<file path="config.mk">
export PLATFORM = sky130hd
export DESIGN_NAME = log_serializer_flat
export DESIGN_NICKNAME = d
export VERILOG_FILES = /design/src/hdl/mfcc_pkg.sv /design/src/hdl/sample_stream_if.sv /design/src/hdl/log_serializer.sv /design/src/flat_wrapper.sv
export SDC_FILE = /design/constraint.sdc
export NUM_CORES = 1
export LEC_CHECK = 0
export ABC_AREA = 0
export BUFFER_PORTS_ARGS = -buffer_cell sky130_fd_sc_hd__buf_2
export CAP_MARGIN = 20
export CORE_ASPECT_RATIO = 2
export CORE_UTILIZATION = 52
export DETAILED_ROUTE_END_ITERATION = 7
export GPL_TIMING_DRIVEN = 0
export PLACE_DENSITY = 0.84
export SLEW_MARGIN = 20
export SYNTH_ARGS = -nofsm -noshare
export SYNTH_HDL_FRONTEND = slang
export SYNTH_SLANG_ARGS = --single-unit
</file>
<file path="constraint.sdc">
create_clock -name clk -period 1.6 [get_ports clk]
set_input_delay 0.24 -clock clk [delete_from_list [all_inputs] [get_ports clk]]
set_output_delay 0.24 -clock clk [all_outputs]
set_load 0.05 [all_outputs]
</file>
<file path="src/hdl/mfcc_pkg.sv">
package mfcc_pkg;

    localparam int frame_len = 16;
    localparam int num_bins  = 9;
    localparam int num_bands = 4;

    typedef logic signed [15:0] sample_t;
    typedef logic [31:0]        power_t;
    typedef logic [15:0]        feature_t;

    typedef enum logic {fw_fill, fw_emit} frame_state_t;
    typedef enum logic [1:0] {dft_load, dft_accumulate, dft_output} dft_state_t;
    typedef enum logic {mel_gather, mel_emit} mel_state_t;

    ////////////////////////////////////////////////////////////
    // Coefficient tables
    ////////////////////////////////////////////////////////////

    // Hamming window, unsigned Q1.15
    localparam logic [15:0] window_rom [frame_len] = '{
        16'd2621,  16'd3925,  16'd7609,  16'd13037,
        16'd19270, 16'd25231, 16'd29889, 16'd32439,
        16'd32439, 16'd29889, 16'd25231, 16'd19270,
        16'd13037, 16'd7609,  16'd3925,  16'd2621
    };

    // One period of cosine and sine, signed Q1.15
    localparam logic signed [15:0] cos_rom [frame_len] = '{
        16'sd32767,  16'sd30274,  16'sd23170,  16'sd12540,
        16'sd0,      -16'sd12540, -16'sd23170, -16'sd30274,
        -16'sd32767, -16'sd30274, -16'sd23170, -16'sd12540,
        16'sd0,      16'sd12540,  16'sd23170,  16'sd30274
    };

    localparam logic signed [15:0] sin_rom [frame_len] = '{
        16'sd0,      16'sd12540,  16'sd23170,  16'sd30274,
        16'sd32767,  16'sd30274,  16'sd23170,  16'sd12540,
        16'sd0,      -16'sd12540, -16'sd23170, -16'sd30274,
        -16'sd32767, -16'sd30274, -16'sd23170, -16'sd12540
    };

    // Triangular mel weights, Q0.8, one row per band
    localparam logic [7:0] mel_rom [num_bands][num_bins] = '{
        '{8'd128, 8'd255, 8'd128, 8'd0,   8'd0,   8'd0,   8'd0,   8'd0,   8'd0},
        '{8'd0,   8'd0,   8'd128, 8'd255, 8'd128, 8'd0,   8'd0,   8'd0,   8'd0},
        '{8'd0,   8'd0,   8'd0,   8'd0,   8'd128, 8'd255, 8'd170, 8'd85,  8'd0},
        '{8'd0,   8'd0,   8'd0,   8'd0,   8'd0,   8'd0,   8'd85,  8'd170, 8'd255}
    };

endpackage
</file>
<file path="src/hdl/sample_stream_if.sv">
`timescale 1ns/1ps

interface sample_stream_if #(
    parameter type data_t = logic [15:0]
);

    logic  valid;
    logic  ready;
    data_t data;
    logic  last;

    // Held by the source until valid and ready meet
    modport source (output valid, data, last, input ready);
    modport sink (input valid, data, last, output ready);

endinterface

</file>
<file path="src/hdl/log_serializer.sv">
`timescale 1ns/1ps

module log_serializer import mfcc_pkg::*; (
    input  logic          clk,
    input  logic          arst_n,
    sample_stream_if.sink in,
    output feature_t      data,
    output logic          valid,
    input  logic          ready,
    output logic          last
);

    logic accept;

    // Leading-one index over the 8 bits just below it
    function automatic feature_t log_feature(input power_t e);
        logic [4:0] pos;
        power_t     norm;
        pos = '0;
        for (int i = 0; i < 32; i++) begin
            if (e[i]) begin
                pos = 5'(i);
            end
        end
        // Move the leading one up to bit 31
        norm = e << (5'd31 - pos);
        return (e == '0) ? '0 : {3'b000, pos, norm[30:23]};
    endfunction

    // Take a new band when the register is free or draining
    assign in.ready = !valid || ready;
    assign accept   = in.valid && in.ready;

    always_ff @(posedge clk) begin
        if (accept) begin
            data <= log_feature(in.data);
            last <= in.last;
        end
    end

    always_ff @(posedge clk or negedge arst_n) begin
        if (!arst_n) begin
            valid <= 1'b0;
        end else if (accept) begin
            valid <= 1'b1;
        end else if (ready) begin
            valid <= 1'b0;
        end
    end

endmodule

</file>
<file path="src/flat_wrapper.sv">
// flat-port wrapper written by rule: the top's interface ports become plain ports
module log_serializer_flat import mfcc_pkg::*;
  (clk, arst_n, data, valid, ready, last, in_valid, in_data, in_last, in_ready);
  sample_stream_if in_i ();
  input  logic clk;
  input  logic arst_n;
  output feature_t data;
  output logic valid;
  input  logic ready;
  output logic last;
  input wire logic [$bits(in_i.valid)-1:0] in_valid;
  input wire logic [$bits(in_i.data)-1:0] in_data;
  input wire logic [$bits(in_i.last)-1:0] in_last;
  output wire logic [$bits(in_i.ready)-1:0] in_ready;
  assign in_i.valid = in_valid;
  assign in_i.data = in_data;
  assign in_i.last = in_last;
  assign in_ready = in_i.ready;
  log_serializer u_core (.clk(clk), .arst_n(arst_n), .in(in_i), .data(data), .valid(valid), .ready(ready), .last(last));
endmodule
</file>
Yosys cells after proc, flatten, opt, wreduce, memory -nomap -nowiden:

Index checks and enable logic that the tools add are counted.

* bits of input ports: 21
* logic and storage cells: 29
* bits in registers: 18

* add/sub/neg operators: 1
* multiplexer cells: 18
* reductions and logical operators: 5
* shifts and indexed selects: 1

Operators with widths (count)
* 4-bit two-way mux: 8
* 16-bit by 5-bit left shift with 31-bit output: 1
* 16-bit logical NOT: 1
* 3-bit two-way mux: 4
* 5-bit two-way mux: 1
* 5-bit subtractor, first input constant: 1
* 2-bit two-way mux: 2
* 1-bit two-way mux: 3
* 2-bit nonzero test: 1
* 1-bit logical AND: 1
* 1-bit logical NOT: 1
* 1-bit logical OR: 1

Logic depth before layout (Yosys ltp):

Gate-level depths: netlist (run 1).

* depth after elaboration: 18
* mapped depth: 10

Worst setup path before layout (run 1):

OpenSTA, ideal clock, no wires.

* kind: input to register
* start: input port in_data[9]
* end: register u_core.data[3] (data pin)
* path slack: -0.604 ns
* data arrival time: 1.943 ns
* cell stages on the path: 8
* library setup time: 0.261 ns
* required time: 1.339 ns
* path through: buf_6 > or3b_1 > a311o_1 > o21ai_2 > inv_4 > buf_6 > and3_1 > o32a_1

* cells in the longest elaborated chain, start to end: 10
* elaborated cells between the ends (all ways): 11

Ends and longest elaborated chain
* start, declared: line flat_wrapper.sv:12 `input wire logic [$bits(in_i.data)-1:0] in_data;`
* 4-bit two-way mux (7 in series): line log_serializer.sv:21 `if (e[i]) begin`
* 5-bit two-way mux: line log_serializer.sv:35 `if (accept) begin`
* 5-bit subtractor: line log_serializer.sv:26 `norm = e << (5'd31 - pos);`
* 16-bit by 5-bit left shift with 31-bit output: line log_serializer.sv:26
* end signal, assigned: line log_serializer.sv:36 `data <= log_feature(in.data);`
* end, declared: line log_serializer.sv:7 `output feature_t data,`

Several ways; a longest one is shown, not always the timed one. The select of a mux whose other input is x is not followed.
A chain may end at the register's enable or synchronous reset.

Final worst setup path (run 1):

* start: input port in_data[6]
* end: register u_core.data[7] (data pin)

* cells in the longest elaborated chain, start to end: 13
* elaborated cells between the ends (all ways): 14

Ends and longest elaborated chain (line)
* 3-bit two-way mux (2 in series): log_serializer.sv:21
* 4-bit two-way mux (8 in series): log_serializer.sv:21
* 5-bit two-way mux: log_serializer.sv:35
* 5-bit subtractor: log_serializer.sv:26
* 16-bit by 5-bit left shift with 31-bit output: log_serializer.sv:26

Several ways; a longest one is shown, not always the timed one. The select of a mux whose other input is x is not followed.

==> results by group, run 1 <==
Detailed routing
  • Final wirelength: 4780 um
  • Vias post-DR: 1591
  • DR iter-0 viols: 124
  • Antenna viol nets, final: 0
  • DR DRC count: 0
  • Via/cell ratio: 6.74
  • First-pass iteration count of the detailed router: 6
  • Wire length per cell: 20.3 um

Run status
  • Run status: finished with violations
  • Failing checks: negative setup slack

Logic synthesis
  • Simple-gate share of the synthesized area: 0.210
  • Post-Syn Instances: 155
  • Top area cells in the synthesized netlist: edfxtp_1 (29%), buf_6 (4.1%), nand2_1 (3.9%)
  • Compound-Gate Fraction of Synth Area: 0.318
  • Async SR Flop Fraction: 0.0714
  • Syn_area_per_cell: 8.77 um^2
  • Mapped cell area: 1360 um^2
  • Prevailing post-synth register cell: edfxtp_1
  • YS warnings: 0
  • Sequential area share after synthesis: 0.306
  • Synth Area in XOR/XNOR: 0
  • Area leader, netlist: edfxtp_1
  • Mux cell area share after synthesis: 0.0709
  • Post-Synth Adder-Cell Area: 0
  • Synth unique cells: 58
  • EDFF count, synth: 13
  • Synth Register Bits: 14
  • Top cell type's share of synthesized area: 0.287
  • Combinational family with the most area after synthesis: compound AO/OA/AOI/OAI gates

Timing
  • Slew Viols, Final: 0
  • Tcrit/Tclk final: 1.31
  • Least-Margin Pin Slew: 0.814 ns
  • RSZ-0062 raised after global routing: true
  • Period minus WS final: 2.10 ns
  • Final WS setup: -0.499 ns
  • Final hold violations: 0
  • Final setup vio count: 9
  • Clock Skew: 0.00120 ns
  • Final hold slack: 0.175 ns
  • F_max: 0.476 GHz
  • Slew margin rel.: 0.453

Placed design
  • IO Port Bufs: 32
  • Gpl congestion: 0.916
  • Dpl ws: -0.919 ns
  • DPL Wire Length: 3150 um

Finish
  • Diodes inserted: 0
  • Layout cells sized above 1: 0.469
  • # nets final: 231
  • Multi-input logic area: 970 um^2
  • FF/Latch Area: 415 um^2
  • Fill cell count: 169
  • Layout area overhead: 44.9%

Die
  • Initial Util: 0.564
  • Core ar.: 2410 um^2
  • Io pins: 40
  • Rows: 25
  • Die width: 38.1 um
  • Full die area: 2830 um^2
  • Die Ht: 74.3 um

Clock network
  • Num CTS Buffers: 3
  • Max Root-Sink Buffers: 2
  • Clock latency on the worst-skew pair: 0.25 ns
  • CTS tree: done
  • Clk pin slew, worst setup/hold paths: 0.06 ns
  • Root Driver: clkbuf_8
  • CTS Sinks: 14
  • H-tree levels: 1

Global route
  • Overall Global Routing Usage: 0.331
  • Vias in the first global route: 1458
  • First-pass GRT wire length: 6600 um
  • Gr ovfl total: 0
  • Largest net degree at the start of global routing: 14
  • Antenna violations before repair: 0

Pwr
  • Power, Total: 1.34 mW
  • PwrDens: 681 nW/um^2
  • Worst VDD drop: 0.550 mV
  • Leak pwr: 0.782 nW

Worst setup path
  • Max Fanout on Critical Path: 8
  • WP data arrival: 2.12 ns
  • Startpoint Class: input port
  • R2R Path End: u_core.data[0]$_SDFFCE_PN0P_
  • R2R cell count: 2
  • Worst setup EP type: register
  • RR Startpoint: u_core.valid$_DFFE_PN0P_
  • Crit Path Class: in2reg
  • R2r setup slk: 0.48 ns
  • Crit path required time: 1.63 ns

Min path
  • Hold WC Path Type: in2reg
  • Hold path depth: 1
  • Hold endpoint: u_core.last$_DFFE_PP_
  • Hold_sp: in_last

Job
  • Max Cap Viol: 0
[registers in the layout, indices dropped and copies added (netlist names)]
register / count
u_core.data: 12
u_core.last: 1
u_core.valid: 1
[cells in the final DEF (no fill, tap or decap), types with 3 or more instances in the layout]
master,count
buf_4,16
clkbuf_8,3
nand2_1,14
nand3_1,10
edfxtp_1,13
buf_2,30
nand2b_1,3
o211ai_1,5
conb_1,4
o21ai_0,6
o21ai_1,3
nor2_1,8
a21oi_2,3
mux2i_1,3
buf_12,5
a21o_1,4
inv_1,5
a21oi_1,4
[critical path, cell delays in order]
cell      delay (ns)
buf_2           0.17
or4_1           0.53
clkbuf_1        0.24
a21oi_2         0.23
inv_1           0.11
a211o_1         0.31
a222oi_1        0.30
[cell families after synthesis]
logic type / Yosys count
AO/OA/AOI/OAI: 57
buffers and inverters: 19
flip-flops: 14
multiplexers: 8
other: 1
AND/OR/NAND/NOR: 56
[final cells by class]
| cell class | count | area share |
|---|---|---|
| buffer | 11 | 0.0680 |
| multi-input combinational | 125 | 0.492 |
| sequential | 14 | 0.211 |
| clock buffer | 3 | 0.0210 |
| tap | 27 | 0.0172 |
| clock inverter | 1 | 0.00191 |
| inverter | 7 | 0.0146 |
| timing repair buffer | 48 | 0.174 |
[how the worst max path moves through the flow]
stage           startpoint                           end  depth (start not counted)
2_1_floorplan  in_data[11]  u_core.data[3]$_SDFFCE_PN0P_                          8
3_3_place_gp    in_data[8]  u_core.data[6]$_SDFFCE_PN0P_                          7
3_5_place_dp    in_data[8]  u_core.data[6]$_SDFFCE_PN0P_                          7
4_1_cts        in_data[11]  u_core.data[3]$_SDFFCE_PN0P_                          9
5_1_grt         in_data[6]  u_core.data[7]$_SDFFCE_PN0P_                          7
6_report        in_data[6]  u_core.data[7]$_SDFFCE_PN0P_                          7
[through the flow]
stage / utilization / TNS (ns) / instance area (um^2) / cells
floorplan: - / -3.76 / 1410 / 158
global placement: 0.664 / -7.28 / 1600 / 217
detailed placement: 0.664 / -7.84 / 1600 / 217
finish: 0.818 / -2.92 / 1970 / 236
CTS: 0.744 / -2.72 / 1790 / 229
global route: 0.818 / -3.35 / 1970 / 236
[what timing repair did]
action / 4_1_cts / 5_1_grt
setup endpoints to repair: 11 / 9
pin swaps: 6 / 9
endpoints found under the hold margin: 1 / 0
hold buffers: 1 / 0
buffers inserted: 7 / 6
cloned: 0 / 2
resized for setup: 20 / 21
[cells in the mapped netlist, types with 2 or more instances]
library cell and number:
a21o_1 4, nand3_1 10, nor2_1 12, mux2_2 3, edfxtp_1 13, a21oi_1 8
inv_1 5, nand2b_1 4, o21ai_0 10, or4_1 2, and3_1 2, o211ai_1 5
a211oi_1 3, a22oi_1 2, buf_4 4, clkbuf_1 3, a221o_2 2, nand2_1 14
buf_6 5, mux2i_1 4, o221ai_1 2, or2_2 2
[layer usage]
| layer | up-vias | routed length (um) | track usage |
|---|---|---|---|
| met1 | 731 | 1540 | 0.301 |
| met4 | 0 | 403 | 0.238 |
| met3 | 38 | 299 | 0.0478 |
| met5 | - | 0 | 0 |
| li1 | 707 | - | - |
| met2 | 115 | 2540 | 0.612 |
[power by group]
group / switching (mW) / total (mW) / internal (mW)
Sequential: 0.00506 / 0.439 / 0.434
Combinational: 0.369 / 0.608 / 0.239
Clock: 0.126 / 0.295 / 0.170
Total: 0.499 / 1.34 / 0.842
No activity file was read; power rests on OpenSTA's default activity.
==> inputs of run 2 (changes only) <==
Settings changed: CORE_UTILIZATION 52 to 35, CTS_CLUSTER_DIAMETER set to 40, PLACE_DENSITY 0.84 to 0.62.
==> results by group, run 2 (same netlist as run 1, synthesis figures left out) <==
Run status
  • Run status: finished with violations (unchanged)
  • Failing checks: negative setup slack (unchanged)

Finish
  • Largest Register: u_core.data (unchanged)
  • Fin util: 0.581 (was 0.818)
  • Multi-input logic area: 1010 um^2 (was 970 um^2)
  • Top flop regs: u_core.data (12), u_core.last (1), u_core.valid (1) (unchanged)
  • Leading cell types in the layout, fill and taps excluded: buf_2 (30), buf_4 (23), nand2_1 (14) (was buf_2 (30), buf_4 (16), nand2_1 (14))
  • Layout area overhead: 55.9% (was 44.9%)
  • FF/Latch Area: 415 um^2 (unchanged)
  • Layout cells sized above 1: 0.495 (was 0.469)
  • Max reg flops: 12 (unchanged)
  • # nets final: 238 (was 231)
  • Fill cell count: 357 (was 169)
  • Commonest non-fill, non-tap cell in the layout: buf_2 (unchanged)
  • Diodes inserted: 0 (unchanged)

Clock network
  • Num CTS Buffers: 3 (unchanged)
  • Root Driver: clkbuf_8 (unchanged)
  • Max Root-Sink Buffers: 2 (unchanged)
  • CTS Sinks: 14 (unchanged)
  • H-tree levels: 1 (unchanged)
  • CTS tree: done (unchanged)
  • Clock latency on the worst-skew pair: 0.24 ns (was 0.25 ns)
  • Clk pin slew, worst setup/hold paths: 0.05 ns (was 0.06 ns)

Global route
  • Overall Global Routing Usage: 0.237 (was 0.331)
  • Gr ovfl total: 0 (unchanged)
  • Largest net degree at the start of global routing: 14 (unchanged)
  • Antenna violations before repair: 0 (unchanged)
  • Vias in the first global route: 1524 (was 1458)
  • First-pass GRT wire length: 7240 um (was 6600 um)

Timing
  • Slew Viols, Final: 0 (unchanged)
  • Final setup vio count: 8 (was 9)
  • Tcrit/Tclk final: 1.23 (was 1.31)
  • Period minus WS final: 1.97 ns (was 2.10 ns)
  • F_max: 0.508 GHz (was 0.476 GHz)
  • RSZ-0062 raised after global routing: true (unchanged)
  • Final WS setup: -0.367 ns (was -0.499 ns)
  • Final hold violations: 0 (unchanged)
  • Setup TNS Final: -2.34 ns (was -2.92 ns)
  • Clock Skew: 0.00439 ns (was 0.00120 ns)

Worst setup path
  • CP peak stage delay: 0.37 ns (was 0.53 ns)
  • Crit path required time: 1.63 ns (about the same)
  • Slowest cell on the critical path: a311o_1 (was or4_1)
  • WP data arrival: 2.00 ns (was 2.12 ns)
  • Startpoint Class: input port (unchanged)
  • Buf/Inv on CP: 3 (unchanged)
  • Worst setup EP type: register (unchanged)
  • CP cell instances: buf_12 > or3b_1 > a311o_1 > o21ai_4 > inv_4 > buf_12 > a211o_1 > a222oi_1 (was buf_2 > or4_1 > clkbuf_1 > a21oi_2 > inv_1 > a211o_1 > a222oi_1)
  • Crit-path leading delay family: compound AO/OA/AOI/OAI gates (unchanged)
  • Critical path's most frequent cell: buf_12
  • Crit Path Class: in2reg (unchanged)
  • Max Fanout on Critical Path: 6 (was 8)

Pwr
  • PwrDens: 641 nW/um^2 (was 681 nW/um^2)
  • Leak pwr: 0.844 nW (was 0.782 nW)
  • Worst VDD drop: 0.303 mV (was 0.550 mV)
  • Power, Total: 1.36 mW (was 1.34 mW)

Detailed routing
  • Wire length per cell: 17.8 um (was 20.3 um)
  • DR DRC count: 0 (unchanged)
  • DR iter-0 viols: 55 (was 124)
  • Final wirelength: 4720 um (was 4780 um)
  • First-pass iteration count of the detailed router: 4 (was 6)
  • Antenna viol nets, final: 0 (unchanged)
  • Via/cell ratio: 6.02 (was 6.74)
  • Vias post-DR: 1595 (was 1591)

Die
  • Rows: 31 (was 25)
  • Core ar.: 3650 um^2 (was 2410 um^2)
  • Die width: 46.1 um (was 38.1 um)
  • Initial Util: 0.373 (was 0.564)
  • Io pins: 40 (unchanged)
  • Full die area: 4150 um^2 (was 2830 um^2)
  • Die Ht: 90.1 um (was 74.3 um)

Placed design
  • Gpl congestion: 0.878 (was 0.916)
  • DPL Wire Length: 3160 um (was 3150 um)
  • IO Port Bufs: 32 (unchanged)

Job
  • Max Cap Viol: 0 (unchanged)

Min path
  • Hold WC Path Type: in2reg (unchanged)
[run 2: what timing repair did]
| item | in CTS | in global routing |
|---|---|---|
| hold buffers | 1 | 0 |
| endpoints found under the hold margin | 1 | 0 |
| setup endpoints to repair | 11 | 9 |
| gates cloned | 1 | 1 |
| buffers inserted | 11 | 10 |
| resized for setup | 32 | 15 |
| pin swaps | 11 | 19 |
[run 2: layer usage]
layer,wire (um),share of wire,GRT usage,vias up
li1,-,-,-,720
met1,1470,0.31,0.238,754
met2,2640,0.56,0.421,91
met3,235,0.050,0.0120,30
met4,377,0.080,0.162,0
met5,0,0,0,-
[run 2: per-stage QoR]
stage / setup slack, ns / instance area, um^2 / cells / hold slack [ns]
after floorplan: -0.508 / 1410 / 158 / -0.0556
after global placement: -0.923 / 1630 / 239 / 0.0154
after detailed placement: -0.842 / 1630 / 239 / 0.0159
after CTS: -0.332 / 1950 / 255 / 0.173
after global routing: -0.397 / 2120 / 265 / 0.174
final: -0.367 / 2120 / 265 / 0.174
[run 2: worst reg2reg max path: cells and delay by family, from the launching register on]
family        cells  cell delay [ns]
simple gates      2             0.41
flops             1             0.38
[run 2: area by class of cell]
| class | count | share of cell area |
|---|---|---|
| plain buffers | 10 | 0.0614 |
| clock buffers | 4 | 0.0213 |
| repair buffers | 56 | 0.200 |
| flip-flops and latches | 14 | 0.196 |
| multi-input cells | 125 | 0.479 |
| well taps | 49 | 0.0289 |
| inverters | 7 | 0.0136 |
[run 2: worst paths after layout]
kind | from | end | slack (ns) | cells past startpoint
setup reg to reg | u_core.valid$_DFFE_PN0P_ | u_core.data[7]$_SDFFCE_PN0P_ | 0.48 | 2
hold / removal | in_last | u_core.last$_DFFE_PP_ | 0.17 | 1
hold reg to reg | u_core.valid$_DFFE_PN0P_ | u_core.valid$_DFFE_PN0P_ | 0.52 | 2
min in group asynchronous | arst_n | u_core.valid$_DFFE_PN0P_ | 0.32 | 2
max in group asynchronous | arst_n | u_core.valid$_DFFE_PN0P_ | 1.20 | 2
setup / recovery | in_data[9] | u_core.data[7]$_SDFFCE_PN0P_ | -0.37 | 8
[run 2: where the power goes]
| group | switching, mW | leakage, nW | total, mW | internal [mW] |
|---|---|---|---|---|
| combinational | 0.372 | 0.692 | 0.633 | 0.262 |
| clock | 0.110 | 0.0228 | 0.285 | 0.175 |
| sequential | 0.00506 | 0.129 | 0.439 | 0.434 |
| total | 0.486 | 0.844 | 1.36 | 0.871 |
